==> config.mk <==
export PLATFORM = sky130hd
export DESIGN_NAME = idu_top
export DESIGN_NICKNAME = d
export VERILOG_FILES = /design/src/rtl/rv_isa_pkg.sv /design/src/rtl/idu_ctrl_pkg.sv /design/src/rtl/idu_decoder.sv /design/src/rtl/idu_imm_gen.sv /design/src/rtl/idu_ctrl_gen.sv /design/src/rtl/idu_gpr.sv /design/src/rtl/idu_top.sv
export SDC_FILE = /design/constraint.sdc
export NUM_CORES = 2
export LEC_CHECK = 0
export ABC_AREA = 0
export BUFFER_PORTS_ARGS = -buffer_cell sky130_fd_sc_hd__buf_2
export CAP_MARGIN = 20
export CORE_MARGIN = 4
export CORE_UTILIZATION = 60
export CTS_CLUSTER_DIAMETER = 50
export DETAILED_ROUTE_END_ITERATION = 8
export GPL_TIMING_DRIVEN = 0
export PLACE_DENSITY = 0.8
export RECOVER_POWER = 25
export REMOVE_ABC_BUFFERS = 1
export SLEW_MARGIN = 20
export SYNTH_ARGS = -nofsm -noshare
export SYNTH_HDL_FRONTEND = slang
export SYNTH_HIERARCHICAL = 1
export SYNTH_SLANG_ARGS = --single-unit
==> constraint.sdc <==
create_clock -name i_clk -period 9.95 [get_ports i_clk]
set_input_delay 0.995 -clock i_clk [delete_from_list [all_inputs] [get_ports i_clk]]
set_output_delay 0.995 -clock i_clk [all_outputs]
set_load 0.01 [all_outputs]
==> src/rtl/rv_isa_pkg.sv <==
// RISC-V RV64I instruction encodings, instruction-word views and decode kinds; import where needed
package rv_isa_pkg;

  localparam int XLEN       = 64;
  localparam int INST_W     = 32;
  localparam int NR_REGS    = 32;
  localparam int REG_ADDR_W = 5;

  // major opcodes
  localparam logic [6:0] OPC_LUI       = 7'b0110111;
  localparam logic [6:0] OPC_AUIPC     = 7'b0010111;
  localparam logic [6:0] OPC_JAL       = 7'b1101111;
  localparam logic [6:0] OPC_JALR      = 7'b1100111;
  localparam logic [6:0] OPC_BRANCH    = 7'b1100011;
  localparam logic [6:0] OPC_LOAD      = 7'b0000011;
  localparam logic [6:0] OPC_STORE     = 7'b0100011;
  localparam logic [6:0] OPC_OP_IMM    = 7'b0010011;
  localparam logic [6:0] OPC_OP_IMM_32 = 7'b0011011;
  localparam logic [6:0] OPC_OP        = 7'b0110011;
  localparam logic [6:0] OPC_OP_32     = 7'b0111011;

  typedef struct packed {
    logic [6:0] funct7;
    logic [4:0] rs2;
    logic [4:0] rs1;
    logic [2:0] funct3;
    logic [4:0] rd;
    logic [6:0] opcode;
  } rv_r_fmt_t;

  typedef struct packed {
    logic [11:0] imm12;
    logic [4:0]  rs1;
    logic [2:0]  funct3;
    logic [4:0]  rd;
    logic [6:0]  opcode;
  } rv_i_fmt_t;

  // same 32 bits seen as register or immediate layout
  typedef union packed {
    rv_r_fmt_t r;
    rv_i_fmt_t i;
  } rv_inst_u;

  typedef enum logic [2:0] {
    FMT_I    = 3'd0,
    FMT_U    = 3'd1,
    FMT_S    = 3'd2,
    FMT_B    = 3'd3,
    FMT_J    = 3'd4,
    FMT_NONE = 3'd7
  } imm_fmt_e;

  typedef enum logic [5:0] {
    KIND_NONE,                                          // all-zero word
    KIND_LUI, KIND_AUIPC, KIND_JAL, KIND_JALR,
    KIND_BEQ, KIND_BNE, KIND_BLT, KIND_BGE, KIND_BLTU, KIND_BGEU,
    KIND_LB, KIND_LH, KIND_LW, KIND_LD, KIND_LBU, KIND_LHU, KIND_LWU,
    KIND_SB, KIND_SH, KIND_SW, KIND_SD,
    KIND_ADDI, KIND_SLTI, KIND_SLTIU, KIND_XORI, KIND_ORI, KIND_ANDI,
    KIND_SLLI, KIND_SRLI, KIND_SRAI,
    KIND_ADD, KIND_SUB, KIND_SLL, KIND_SLT, KIND_SLTU,
    KIND_XOR, KIND_SRL, KIND_SRA, KIND_OR, KIND_AND,
    KIND_ADDIW, KIND_SLLIW, KIND_SRLIW, KIND_SRAIW,
    KIND_ADDW, KIND_SUBW, KIND_SLLW, KIND_SRLW, KIND_SRAW,
    KIND_INVALID
  } inst_kind_e;

endpackage

==> src/rtl/idu_ctrl_pkg.sv <==
// datapath control encodings produced by the decode stage for ALU, memory and branch units
package idu_ctrl_pkg;

  typedef enum logic [4:0] {
    ALU_ADD      = 5'd0,
    ALU_SUB      = 5'd1,
    ALU_SLT      = 5'd2,
    ALU_SLTU     = 5'd3,
    ALU_XOR      = 5'd4,
    ALU_AND      = 5'd5,
    ALU_OR       = 5'd6,
    ALU_SLL      = 5'd7,
    ALU_SRL      = 5'd8,
    ALU_SRA      = 5'd9,
    ALU_COPY_IMM = 5'd15,  // passes operand b through
    ALU_INVALID  = 5'd31
  } alu_op_e;

  // stores reuse the signed code of their size
  typedef enum logic [2:0] {
    MEM_LB   = 3'd0,
    MEM_LBU  = 3'd1,
    MEM_LH   = 3'd2,
    MEM_LHU  = 3'd3,
    MEM_LW   = 3'd4,
    MEM_LWU  = 3'd5,
    MEM_LD   = 3'd6,
    MEM_NONE = 3'd7
  } mem_op_e;

  typedef enum logic [2:0] {
    BR_JAL  = 3'd0,
    BR_JALR = 3'd1,
    BR_BEQ  = 3'd2,
    BR_BNE  = 3'd3,
    BR_BLT  = 3'd4,
    BR_BGE  = 3'd5,
    BR_BLTU = 3'd6,
    BR_BGEU = 3'd7
  } br_func_e;

  typedef enum logic {
    A_SRC_RS1 = 1'b0,
    A_SRC_PC  = 1'b1
  } alu_a_src_e;

  typedef enum logic [1:0] {
    B_SRC_RS2  = 2'd0,
    B_SRC_IMM  = 2'd1,
    B_SRC_FOUR = 2'd2   // return address pc + 4
  } alu_b_src_e;

endpackage

==> src/rtl/idu_decoder.sv <==
// instruction latch and RV64I matcher; gives the instruction kind and immediate format
`timescale 1ns/1ns

module idu_decoder (
  input  logic                   i_clk,
  input  logic                   i_reset,
  input  logic                   i_inst_valid,
  input  rv_isa_pkg::rv_inst_u   i_inst,
  output rv_isa_pkg::rv_inst_u   o_inst,
  output rv_isa_pkg::inst_kind_e o_kind,
  output rv_isa_pkg::imm_fmt_e   o_fmt
);
  import rv_isa_pkg::*;

  rv_inst_u   inst_q;
  inst_kind_e kind;
  imm_fmt_e   fmt;
  logic [6:0] opcode;
  logic [2:0] funct3;
  logic [6:0] funct7;

  always_ff @(posedge i_clk) begin
    if (i_reset) begin
      inst_q <= '0;
    end else if (i_inst_valid) begin
      inst_q <= i_inst;
    end
  end

  assign opcode = inst_q.r.opcode;
  assign funct3 = inst_q.r.funct3;
  assign funct7 = inst_q.r.funct7;

  always_comb begin
    kind = KIND_INVALID;
    case (opcode)
      OPC_LUI:   kind = KIND_LUI;
      OPC_AUIPC: kind = KIND_AUIPC;
      OPC_JAL:   kind = KIND_JAL;
      OPC_JALR:  if (funct3 == 3'b000) kind = KIND_JALR;
      OPC_BRANCH:
        case (funct3)
          3'b000:  kind = KIND_BEQ;
          3'b001:  kind = KIND_BNE;
          3'b100:  kind = KIND_BLT;
          3'b101:  kind = KIND_BGE;
          3'b110:  kind = KIND_BLTU;
          3'b111:  kind = KIND_BGEU;
          default: kind = KIND_INVALID;
        endcase
      OPC_LOAD:
        case (funct3)
          3'b000:  kind = KIND_LB;
          3'b001:  kind = KIND_LH;
          3'b010:  kind = KIND_LW;
          3'b011:  kind = KIND_LD;
          3'b100:  kind = KIND_LBU;
          3'b101:  kind = KIND_LHU;
          3'b110:  kind = KIND_LWU;
          default: kind = KIND_INVALID;
        endcase
      OPC_STORE:
        case (funct3)
          3'b000:  kind = KIND_SB;
          3'b001:  kind = KIND_SH;
          3'b010:  kind = KIND_SW;
          3'b011:  kind = KIND_SD;
          default: kind = KIND_INVALID;
        endcase
      OPC_OP_IMM:
        case (funct3)
          3'b000: kind = KIND_ADDI;
          3'b010: kind = KIND_SLTI;
          3'b011: kind = KIND_SLTIU;
          3'b100: kind = KIND_XORI;
          3'b110: kind = KIND_ORI;
          3'b111: kind = KIND_ANDI;
          3'b001: if (funct7[6:1] == 6'b000000) kind = KIND_SLLI;  // shamt[5] in bit 25
          default: begin
            if (funct7[6:1] == 6'b000000) kind = KIND_SRLI;
            else if (funct7[6:1] == 6'b010000) kind = KIND_SRAI;
          end
        endcase
      OPC_OP_IMM_32:
        case ({funct7, funct3})
          10'b0000000_001: kind = KIND_SLLIW;
          10'b0000000_101: kind = KIND_SRLIW;
          10'b0100000_101: kind = KIND_SRAIW;
          default: if (funct3 == 3'b000) kind = KIND_ADDIW;
        endcase
      OPC_OP:
        case ({funct7, funct3})
          10'b0000000_000: kind = KIND_ADD;
          10'b0100000_000: kind = KIND_SUB;
          10'b0000000_001: kind = KIND_SLL;
          10'b0000000_010: kind = KIND_SLT;
          10'b0000000_011: kind = KIND_SLTU;
          10'b0000000_100: kind = KIND_XOR;
          10'b0000000_101: kind = KIND_SRL;
          10'b0100000_101: kind = KIND_SRA;
          10'b0000000_110: kind = KIND_OR;
          10'b0000000_111: kind = KIND_AND;
          default:         kind = KIND_INVALID;  // M extension lands here
        endcase
      OPC_OP_32:
        case ({funct7, funct3})
          10'b0000000_000: kind = KIND_ADDW;
          10'b0100000_000: kind = KIND_SUBW;
          10'b0000000_001: kind = KIND_SLLW;
          10'b0000000_101: kind = KIND_SRLW;
          10'b0100000_101: kind = KIND_SRAW;
          default:         kind = KIND_INVALID;
        endcase
      default: kind = KIND_INVALID;  // system and unused opcodes
    endcase
    if (inst_q == '0) kind = KIND_NONE;
  end

  always_comb begin
    fmt = FMT_NONE;
    if (kind != KIND_INVALID) begin
      case (opcode)
        OPC_LOAD, OPC_JALR, OPC_OP_IMM, OPC_OP_IMM_32: fmt = FMT_I;
        OPC_STORE:             fmt = FMT_S;
        OPC_BRANCH:            fmt = FMT_B;
        OPC_LUI, OPC_AUIPC:    fmt = FMT_U;
        OPC_JAL:               fmt = FMT_J;
        default:               fmt = FMT_NONE;  // R type
      endcase
    end
  end

  assign o_inst = inst_q;
  assign o_kind = kind;
  assign o_fmt  = fmt;

  a_none_fmt: assert property (@(posedge i_clk) disable iff (i_reset)
    (kind == KIND_NONE) |-> (fmt == FMT_NONE))
    else $error("zero word decoded with immediate format %0d", fmt);

endmodule

==> src/rtl/idu_imm_gen.sv <==
// immediate generator; sign-extends the I, U, S, B or J field of the latched word to XLEN
`timescale 1ns/1ns

module idu_imm_gen (
  input  rv_isa_pkg::rv_inst_u         i_inst,
  input  rv_isa_pkg::imm_fmt_e         i_fmt,
  output logic [rv_isa_pkg::XLEN-1:0] o_imm
);
  import rv_isa_pkg::*;

  logic [XLEN-1:0] imm_i;
  logic [XLEN-1:0] imm_u;
  logic [XLEN-1:0] imm_s;
  logic [XLEN-1:0] imm_b;
  logic [XLEN-1:0] imm_j;
  logic            sign;

  assign sign  = i_inst[31];
  assign imm_i = {{(XLEN-12){sign}}, i_inst.i.imm12};
  assign imm_u = {{(XLEN-32){sign}}, i_inst[31:12], 12'b0};
  assign imm_s = {{(XLEN-12){sign}}, i_inst[31:25], i_inst[11:7]};
  assign imm_b = {{(XLEN-12){sign}}, i_inst[7], i_inst[30:25], i_inst[11:8], 1'b0};
  assign imm_j = {{(XLEN-20){sign}}, i_inst[19:12], i_inst[20], i_inst[30:21], 1'b0};

  always_comb begin
    case (i_fmt)
      FMT_I:   o_imm = imm_i;
      FMT_U:   o_imm = imm_u;
      FMT_S:   o_imm = imm_s;
      FMT_B:   o_imm = imm_b;
      FMT_J:   o_imm = imm_j;
      default: o_imm = '0;  // R type, none, invalid
    endcase
  end

endmodule

==> src/rtl/idu_ctrl_gen.sv <==
// control encoder; turns the decoded instruction kind into ALU, memory and branch controls
`timescale 1ns/1ns

module idu_ctrl_gen (
  input  rv_isa_pkg::inst_kind_e   i_kind,
  output idu_ctrl_pkg::alu_op_e    o_alu_op,
  output idu_ctrl_pkg::alu_a_src_e o_alu_a_src,
  output idu_ctrl_pkg::alu_b_src_e o_alu_b_src,
  output logic                     o_reg_wr,
  output logic                     o_mem_re,
  output logic                     o_mem_wr,
  output idu_ctrl_pkg::mem_op_e    o_mem_op,
  output logic                     o_br_en,
  output idu_ctrl_pkg::br_func_e   o_br_func,
  output logic                     o_word_cut,
  output logic                     o_invalid
);
  import rv_isa_pkg::*;
  import idu_ctrl_pkg::*;

  logic is_load;
  logic is_store;
  logic is_branch;
  logic is_jump;
  logic is_op_imm;
  logic is_upper;

  assign is_load   = i_kind inside {KIND_LB, KIND_LH, KIND_LW, KIND_LD,
                                    KIND_LBU, KIND_LHU, KIND_LWU};
  assign is_store  = i_kind inside {KIND_SB, KIND_SH, KIND_SW, KIND_SD};
  assign is_branch = i_kind inside {KIND_BEQ, KIND_BNE, KIND_BLT, KIND_BGE,
                                    KIND_BLTU, KIND_BGEU};
  assign is_jump   = i_kind inside {KIND_JAL, KIND_JALR};
  assign is_op_imm = i_kind inside {KIND_ADDI, KIND_SLTI, KIND_SLTIU, KIND_XORI, KIND_ORI,
                                    KIND_ANDI, KIND_SLLI, KIND_SRLI, KIND_SRAI,
                                    KIND_ADDIW, KIND_SLLIW, KIND_SRLIW, KIND_SRAIW};
  assign is_upper  = i_kind inside {KIND_LUI, KIND_AUIPC};

  always_comb begin
    case (i_kind)
      KIND_LUI: o_alu_op = ALU_COPY_IMM;
      KIND_AUIPC, KIND_JAL, KIND_JALR, KIND_ADDI, KIND_ADD, KIND_ADDIW, KIND_ADDW,
      KIND_LB, KIND_LH, KIND_LW, KIND_LD, KIND_LBU, KIND_LHU, KIND_LWU,
      KIND_SB, KIND_SH, KIND_SW, KIND_SD: o_alu_op = ALU_ADD;
      KIND_SUB, KIND_SUBW, KIND_BEQ, KIND_BNE: o_alu_op = ALU_SUB;  // equality via difference
      KIND_SLT, KIND_SLTI, KIND_BLT, KIND_BGE: o_alu_op = ALU_SLT;
      KIND_SLTU, KIND_SLTIU, KIND_BLTU, KIND_BGEU: o_alu_op = ALU_SLTU;
      KIND_XOR, KIND_XORI: o_alu_op = ALU_XOR;
      KIND_AND, KIND_ANDI: o_alu_op = ALU_AND;
      KIND_OR, KIND_ORI: o_alu_op = ALU_OR;
      KIND_SLL, KIND_SLLI, KIND_SLLIW, KIND_SLLW: o_alu_op = ALU_SLL;
      KIND_SRL, KIND_SRLI, KIND_SRLIW, KIND_SRLW: o_alu_op = ALU_SRL;
      KIND_SRA, KIND_SRAI, KIND_SRAIW, KIND_SRAW: o_alu_op = ALU_SRA;
      default: o_alu_op = ALU_INVALID;
    endcase
  end

  always_comb begin
    case (i_kind)
      KIND_LB, KIND_SB: o_mem_op = MEM_LB;
      KIND_LBU:         o_mem_op = MEM_LBU;
      KIND_LH, KIND_SH: o_mem_op = MEM_LH;
      KIND_LHU:         o_mem_op = MEM_LHU;
      KIND_LW, KIND_SW: o_mem_op = MEM_LW;
      KIND_LWU:         o_mem_op = MEM_LWU;
      KIND_LD, KIND_SD: o_mem_op = MEM_LD;
      default:          o_mem_op = MEM_NONE;
    endcase
  end

  always_comb begin
    case (i_kind)
      KIND_JALR: o_br_func = BR_JALR;
      KIND_BEQ:  o_br_func = BR_BEQ;
      KIND_BNE:  o_br_func = BR_BNE;
      KIND_BLT:  o_br_func = BR_BLT;
      KIND_BGE:  o_br_func = BR_BGE;
      KIND_BLTU: o_br_func = BR_BLTU;
      KIND_BGEU: o_br_func = BR_BGEU;
      default:   o_br_func = BR_JAL;  // ignored while o_br_en is low
    endcase
  end

  always_comb begin
    if (is_jump) begin
      o_alu_b_src = B_SRC_FOUR;
    end else if (is_load || is_store || is_op_imm || is_upper) begin
      o_alu_b_src = B_SRC_IMM;
    end else begin
      o_alu_b_src = B_SRC_RS2;
    end
  end

  assign o_alu_a_src = (is_jump || i_kind == KIND_AUIPC) ? A_SRC_PC : A_SRC_RS1;
  assign o_reg_wr    = !(is_store || is_branch || i_kind == KIND_NONE ||
                         i_kind == KIND_INVALID);
  assign o_mem_re    = is_load;
  assign o_mem_wr    = is_store;
  assign o_br_en     = is_branch || is_jump;
  assign o_word_cut  = i_kind inside {KIND_ADDIW, KIND_SLLIW, KIND_SRLIW, KIND_SRAIW,
                                      KIND_ADDW, KIND_SUBW, KIND_SLLW, KIND_SRLW, KIND_SRAW};
  assign o_invalid   = (i_kind == KIND_INVALID);

  // access size table must agree with the load and store sets
  a_mem_excl: assert final (!(o_mem_re && o_mem_wr) &&
                            ((o_mem_re || o_mem_wr) == (o_mem_op != MEM_NONE)))
    else $error("memory controls disagree for kind %0d", i_kind);

endmodule

==> src/rtl/idu_gpr.sv <==
// general register file, two async reads and one clocked write, x0 hardwired to zero
`timescale 1ns/1ns

module idu_gpr #(
  parameter int DATA_W = 64
) (
  input  logic                              i_clk,
  input  logic [rv_isa_pkg::REG_ADDR_W-1:0] i_raddr1,
  input  logic [rv_isa_pkg::REG_ADDR_W-1:0] i_raddr2,
  input  logic                              i_wen,
  input  logic [rv_isa_pkg::REG_ADDR_W-1:0] i_waddr,
  input  logic [DATA_W-1:0]                 i_wdata,
  output logic [DATA_W-1:0]                 o_rdata1,
  output logic [DATA_W-1:0]                 o_rdata2
);
  import rv_isa_pkg::*;

  logic [DATA_W-1:0] regs [NR_REGS];

  always_ff @(posedge i_clk) begin
    if (i_wen && (i_waddr != '0)) begin
      regs[i_waddr] <= i_wdata;
    end
  end

  // no bypass, same-cycle write shows up next cycle
  assign o_rdata1 = (i_raddr1 == '0) ? '0 : regs[i_raddr1];
  assign o_rdata2 = (i_raddr2 == '0) ? '0 : regs[i_raddr2];

  a_waddr_known: assert property (@(posedge i_clk)
    i_wen |-> !$isunknown(i_waddr))
    else $error("write-back enabled with unknown address");

endmodule

==> src/rtl/idu_top.sv <==
// decode stage top level; connects latch/matcher, immediate and control encoders and the GPRs
`timescale 1ns/1ns

module idu_top (
  input  logic                              i_clk,
  input  logic                              i_reset,
  input  logic                              i_inst_valid,
  input  logic [rv_isa_pkg::INST_W-1:0]     i_inst,
  input  logic                              i_wb_wen,
  input  logic [rv_isa_pkg::REG_ADDR_W-1:0] i_wb_waddr,
  input  logic [rv_isa_pkg::XLEN-1:0]       i_wb_wdata,
  output logic [rv_isa_pkg::REG_ADDR_W-1:0] o_rd,
  output logic [rv_isa_pkg::XLEN-1:0]       o_rs1_data,
  output logic [rv_isa_pkg::XLEN-1:0]       o_rs2_data,
  output logic [rv_isa_pkg::XLEN-1:0]       o_imm,
  output idu_ctrl_pkg::alu_op_e             o_alu_op,
  output idu_ctrl_pkg::alu_a_src_e          o_alu_a_src,
  output idu_ctrl_pkg::alu_b_src_e          o_alu_b_src,
  output logic                              o_reg_wr,
  output logic                              o_mem_re,
  output logic                              o_mem_wr,
  output idu_ctrl_pkg::mem_op_e             o_mem_op,
  output logic                              o_br_en,
  output idu_ctrl_pkg::br_func_e            o_br_func,
  output logic                              o_word_cut,
  output logic                              o_invalid
);
  import rv_isa_pkg::*;

  rv_inst_u   inst;  // latched word
  inst_kind_e kind;
  imm_fmt_e   fmt;

  idu_decoder u_decoder (
    .i_clk        (i_clk),
    .i_reset      (i_reset),
    .i_inst_valid (i_inst_valid),
    .i_inst       (i_inst),
    .o_inst       (inst),
    .o_kind       (kind),
    .o_fmt        (fmt)
  );

  idu_imm_gen u_imm_gen (
    .i_inst (inst),
    .i_fmt  (fmt),
    .o_imm  (o_imm)
  );

  idu_ctrl_gen u_ctrl_gen (
    .i_kind      (kind),
    .o_alu_op    (o_alu_op),
    .o_alu_a_src (o_alu_a_src),
    .o_alu_b_src (o_alu_b_src),
    .o_reg_wr    (o_reg_wr),
    .o_mem_re    (o_mem_re),
    .o_mem_wr    (o_mem_wr),
    .o_mem_op    (o_mem_op),
    .o_br_en     (o_br_en),
    .o_br_func   (o_br_func),
    .o_word_cut  (o_word_cut),
    .o_invalid   (o_invalid)
  );

  idu_gpr #(
    .DATA_W (XLEN)
  ) u_gpr (
    .i_clk    (i_clk),
    .i_raddr1 (inst.r.rs1),
    .i_raddr2 (inst.r.rs2),
    .i_wen    (i_wb_wen),
    .i_waddr  (i_wb_waddr),
    .i_wdata  (i_wb_wdata),
    .o_rdata1 (o_rs1_data),
    .o_rdata2 (o_rs2_data)
  );

  assign o_rd = inst.r.rd;

endmodule

# [After elaboration in Yosys (flattened, before gate mapping)]
# Memories as Yosys holds them, arrays and structs flattened. A register that Yosys moved wholly into a read port is not among the register bits.
# Cells that the tools add are included.
[op_classes] n_reduce_logical=28 n_eq_ne=73 muxes=30
[ops] operator="64-bit case mux with 5 select lines" count=1
[ops] operator="64-bit 2-to-1 mux" count=2
[ops] operator="6-bit by 5-bit == test with 1-bit output, second input constant" count=16
[ops] operator="6-bit case mux with 7 select lines" count=2
[ops] operator="6-bit case mux with 11 select lines" count=1
[ops] operator="6-bit == test, second input constant" count=10
[ops] operator="6-bit case mux with 10 select lines" count=1
[ops] operator="6-bit by 4-bit == test with 1-bit output, second input constant" count=8
[ops] operator="10-bit by 3-bit == test with 1-bit output, second input constant" count=4
[ops] operator="6-bit case mux with 6 select lines" count=1
[ops] operator="32-bit zero test" count=1
[ops] operator="6-bit 2-to-1 mux" count=5
[ops] operator="7-bit by 6-bit == test with 1-bit output, second input constant" count=4
[ops] operator="5-bit 2-to-1 mux" count=5
[ops] operator="5-bit case mux with 5 select lines" count=1
[ops] operator="6-bit by 3-bit == test with 1-bit output, second input constant" count=4
[ops] operator="6-bit case mux with 4 select lines" count=1
[ops] operator="7-bit by 5-bit == test with 1-bit output, second input constant" count=3
[ops] operator="7-bit == test, second input constant" count=3
[ops] operator="3-bit case mux with 7 select lines" count=1
[ops] operator="10-bit by 2-bit == test with 1-bit output, second input constant" count=2
[ops] operator="10-bit by 9-bit == test with 1-bit output, second input constant" count=2
[ops] operator="6-bit case mux with 3 select lines" count=1
[ops] operator="3-bit == test, second input constant" count=5
[ops] operator="other kinds (27)" count=47
[totals] regBits=32 word_cells=135 ramBits=2048 romBits=416 out_inout_bits=217 inputBits=105 mem_count=3
[memory_table] memory="u_gpr.regs" words=32 word_bits=64 read_ports=2 rd_clocked_by_memory_dff=2 wr=1 line="idu_gpr.sv:18" text="logic [DATA_W-1:0] regs [NR_REGS];"
[memory_table] memory="(no name shown)" words=64 word_bits=5 read_ports=1 rd_clocked_by_memory_dff=0 wr=0 line="idu_ctrl_gen.sv:40" text="case (i_kind)"
[memory_table] memory="(no name shown)" words=32 word_bits=3 read_ports=1 rd_clocked_by_memory_dff=0 wr=0 line="idu_ctrl_gen.sv:59" text="case (i_kind)"

# [Longest topological paths before layout]
[logic_depth] depth_word=13 depth_mapped=15 mapped_depth_nobuf=13

# [Cells and area by module]
# The synthesis kept the hierarchy.
[modules_own_cells] mod="idu_gpr" cells_each=4565 area_per_inst_um2=93922.6 seq_area_each_um2=61499.0 n_inst=1
[modules_own_cells] mod="idu_decoder" cells_each=273 area_per_inst_um2=2143.3 seq_area_each_um2=640.6 n_inst=1
[modules_own_cells] mod="idu_ctrl_gen" cells_each=135 area_per_inst_um2=854.6 seq_area_each_um2=0.0 n_inst=1
[modules_own_cells] mod="idu_imm_gen" cells_each=106 area_per_inst_um2=790.8 seq_area_each_um2=0.0 n_inst=1

# [Worst setup path before layout]
# OpenSTA, ideal clock, no wires.
[synth_timing] kind="input port to flip-flop" start="input port i_wb_waddr[1] (netlist bit)" end="memory u_gpr.regs[12][0] (enable)" slack_ns=5.147 arrival_ns=4.316 setup_ns=0.486 path_buffers=1 cell_stages=3 cell_sequence="or3b_2 > clkbuf_1 > nor2_1"
[synth_between] elab_chain_cells=4
[synth_rtl] element="start: declaration" line="idu_top.sv:10" text="input logic [rv_isa_pkg::REG_ADDR_W-1:0] i_wb_waddr,"
[synth_rtl] element="5-bit nonzero test" line="idu_gpr.sv:21" text="if (i_wen && (i_waddr != '0)) begin"
[synth_rtl] element="1-bit logical AND" line="idu_gpr.sv:21"
[synth_rtl] element="1-bit 2-to-1 mux" line="idu_gpr.sv:21"
[synth_rtl] element="1-bit 2-to-1 mux (not written as such)" line="idu_gpr.sv:22" text="regs[i_waddr] <= i_wdata;"
[synth_rtl] element="end: declaration" line="idu_gpr.sv:18"
# Several ways; a longest one is shown, not always the timed one.

# [Worst setup path after layout]
[layout_timing] start="register u_decoder.inst_q, in the netlist u_decoder/o_inst[13]" end="output port o_imm[14] (netlist bit)"
[layout_lines] element="start: declaration" line="idu_decoder.sv:15" text="rv_inst_u inst_q;"
[layout_lines] element="start signal: assignment" line="idu_decoder.sv:26" text="inst_q <= i_inst;"
[layout_lines] element="10-bit by 3-bit == test with 1-bit output (tied with other cells)" line="idu_decoder.sv:92" text="case ({funct7, funct3})"
[layout_lines] element="6-bit case mux with 10 select lines (tied with other cells)" line="idu_decoder.sv:92"
[layout_lines] element="6-bit case mux with 11 select lines" line="idu_decoder.sv:36" text="case (opcode)"
[layout_lines] element="6-bit 2-to-1 mux *" line="idu_decoder.sv:116" text="if (inst_q == '0) kind = KIND_NONE;"
[layout_lines] element="named net kind[2]" line="idu_top.sv:31" text="inst_kind_e kind;"
[layout_lines] element="6-bit inequality test *" line="idu_decoder.sv:121" text="if (kind != KIND_INVALID) begin"
[layout_lines] element="3-bit 2-to-1 mux *" line="idu_decoder.sv:121"
[layout_lines] element="named net fmt[0]" line="idu_top.sv:32" text="imm_fmt_e fmt;"
[layout_lines] element="3-bit == test (tied with other cells)" line="idu_imm_gen.sv:26" text="case (i_fmt)"
[layout_lines] element="64-bit case mux with 5 select lines *" line="idu_imm_gen.sv:26"
[layout_lines] element="end: declaration" line="idu_top.sv:15" text="output logic [rv_isa_pkg::XLEN-1:0] o_imm,"
# The timed path passes the listed nets; every way through them passes the cells marked *.

==> parameters.txt <==
Parameter                              Value

Run status
  Run status    complete, no violations

Clock network
  TritonCTS clock tree    yes
  Post-CTS Setup Repair Bufs    0
  Clock Root Buffer    clkbuf_16
  Clock latency at the later pin of the worst-skew pair    0.82 ns
  Number of sinks driven by the clock tree    2,080
  Clock-pin slew on the worst setup and hold paths    0.06 ns
  CTS resizes    0
  Cts bufs inserted    211
  Maximum buffer depth of the clock tree    3
  CTS Hold Bufs    0
  H-tree levels    4

Logic synthesis
  Cell count after synthesis    5,079
  Count of state elements after synthesis    2,080
  Post-Synthesis Cell Area    97,700 sq um
  Synth warnings    6
  Main synth FF type    edfxtp_1
  Syn Area/Cell    19.2 sq um
  Ys async rst share    0
  Share of synthesized area occupied by flip-flops and latches    0.636
  Number of distinct library cells after synthesis    90
  Post-synth EDFFs    2,048

Setup path
  Category of the worst setup path launch point    register
  Worst Path Max Fanout    26
  Critical Path RT    8.96 ns
  Worst endpoint data arrival time    5.72 ns
  Category of the critical setup timing path    register to primary output
  Crit path capture type    primary output

Timing
  Sum Neg Setup Slack    0 ns
  Crit path time final    6.72 ns
  Hold violation total from the final report    0
  Fraction of the cycle the final worst path needs    0.675
  Maximum clock frequency    0.149 GHz
  Fin Clk Skew    0 ns
  Setup repair after global routing missed its margin    no
  Worst Setup Slack, final    3.23 ns
  Endpoints failing setup    0
  Remaining max-slew budget at the tightest pin    0.107
  Worst slack on hold paths    0.414 ns
  Slew Viols, Final    0
  Least-Margin Pin Slew    1.34 ns

Global route
  Global-route wire length before repair    441 mm
  Pin count of the biggest net entering global routing    48
  Global-route congestion overflow total    0
  Number of antenna violations at the first check in global routing    20
  Via count of the first global-routing pass    62,369
  Overall routing resource usage    0.363

Pwr
  Proportion of power drawn by flip-flops and latches    0.495
  Net Sw Frac    0.237
  Comb power frac    0.105
  Max IR drop VDD    0.213 mV
  Static Leak    0.0362 uW
  Clock network power share    0.400
  Total power    20,000 uW
  Internal power of the cells    15,200 uW
  Total power per unit cell area    176 nW/um^2
  Sw power    4730 uW

Route
  Routed met2 length    148 mm
  Met3 wire len    40.5 mm
  Starting DRT DRC Count    10,181
  Length of the first detailed-routing pass in iterations    6
  Via density per instance    7.84
  Post-route met1 wirelength    96.4 mm
  Routed wire length per instance    39.3 microns
  Total number of vias    61,510
  DRT antenna net count    0
  Detailed Route WL    308 mm
  Highest Signal Layer    met5
  Number of design rule violations left after detail routing    0

Floorplanning
  Vertical die dimension    412 microns
  Number of rows created at floorplan    147
  CORE AREA    161,000 sq um
  Width of the die    412 microns
  Overall die area    169,000 sq um
  Count of boundary I/O pins    322
  Starting utilization of the core area    0.606

Placed design
  Number of buffers inserted by port buffering    321
  Setup Slack @ Placement    4.24 ns
  Detailed placer's ending HPWL    191 mm
  Final Wtd Congestion    0.860

Run
  Max-capacitance violation count    0

Finish
  Area delta synth->final    16.3%
  Number of nets in the layout    5,616
  Share of layout cells above drive strength 1    0.356

Hold path
  Class of the most critical hold timing path    input port to register
[critical path, stage by stage (launching register included)]
cell and delay, ns:
dfxtp_1 0.81, and2b_1 0.34, a41oi_1 0.35, nor2_1 0.07, nor3_1 0.18, nand3_1 0.72, nor4_2 0.60, nand3b_4 0.14
nand2_1 0.48, xnor2_1 0.31, o32ai_1 0.64, buf_2 0.26
[cell families after synthesis]
kind of cell	share of synthesized area
compound gates	0.0475
xor+xnor	0.000448
fa+ha+maj	0.00102
buf+inv	0.0247
flops	0.636
mux	0.262
other cells	0.0000384
simple gates	0.0279
[stage by stage]
step                cells  area, sq um  utilization
floorplan            4688        95600            -
global placement     7169        99900        0.620
detailed placement   7450       107000        0.662
CTS                  7836       114000        0.705
global route         7843       114000        0.705
finish               7849       114000        0.705
[synthesized netlist by cell type, types with 5 or more instances]
master,number,area [sq um]
nand2_1,101,379
and3_1,60,375
inv_1,18,67.6
mux2i_1,319,3190
a221o_1,8,80.1
a22o_1,60,526
nor3_1,79,395
nor2_1,109,409
o21ai_0,22,110
or3_1,8,50.1
mux2_2,149,1680
nand3b_1,10,75.1
buf_1,46,173
dfxtp_1,32,641
o32ai_1,10,87.6
nand3_1,32,160
buf_2,132,661
a211oi_1,63,473
o221ai_1,71,622
a21oi_1,33,165
a22oi_1,78,586
edfxtp_1,2048,61500
nor4_1,14,87.6
ha_1,8,100
nor2b_1,12,75.1
a21boi_0,5,37.5
a31oi_1,16,100
buf_6,20,225
mux4_2,922,20800
nand2b_1,19,119
a21o_1,51,383
buf_4,82,616
o22ai_1,72,450
clkbuf_1,173,649
a221oi_1,69,604
o21ai_1,10,50.1
or3b_2,5,43.8
or4bb_1,11,124
and2_1,13,81.3
[placed cells by master, fill, tap and decap left out, types with 45 or more instances in the layout]
cell       instances
edfxtp_1        2048
mux4_2           922
mux2i_1          319
buf_2            280
clkbuf_16        220
mux2_2           149
buf_16           144
buf_12           111
nand2_1          100
clkbuf_1          79
a22oi_1           78
nor3_1            78
nor2_1            76
o22ai_1           72
o221ai_1          71
a221oi_1          69
conb_1            64
a211oi_1          63
and3_1            60
a22o_1            60
a21o_1            51
clkinv_1          45
[registers in the layout, summed over array words and instances, names as in the netlist]
name and flops:
u_gpr/regs 2048, u_decoder/o_inst 32
[path summary, 6_finish.rpt]
| check | startpoint | end | slack (ns) | cells after the start |
|---|---|---|---|---|
| worst min-delay path | i_inst[28] | u_decoder/o_inst[28] | 0.41 | 3 |
| worst max-delay path | u_decoder/o_inst[13] | o_imm[14] | 3.23 | 11 |
| worst min register to register | u_decoder/o_inst[10] | u_decoder/o_inst[10] | 0.58 | 2 |
| worst max register to register | u_decoder/o_inst[24] | u_decoder/o_inst[24] | 8.51 | 3 |
[power groups by stage]
stage	Sequential [uW]	Clock, uW	Combinational (uW)
2_1_floorplan	10200	0	1780
3_3_place_gp	10300	0	2870
3_5_place_dp	10000	0	2040
4_1_cts	9860	8000	2070
5_1_grt	9880	8400	2180
6_report	9870	7970	2100
[routing by layer]
metal  global-route usage  vias to the layer above
met5                    0                        -
met1                0.449                    31018
met2                0.578                     6135
met3               0.0942                     1561
li1                     -                    22782
met4                0.228                       14
[final cells by class]
type,instances,area [sq um]
Tap cell,2160,2700
Clock inverter,128,1270
Fill cell,9067,47500
Multi-Input combinational cell,2587,33700
Antenna cell,13,32.5
Sequential cell,2080,62200
Clock buffer,258,5650
Inverter,21,86.3
Timing Repair Buffer,602,8010
Power figures use the tool's default switching activity.
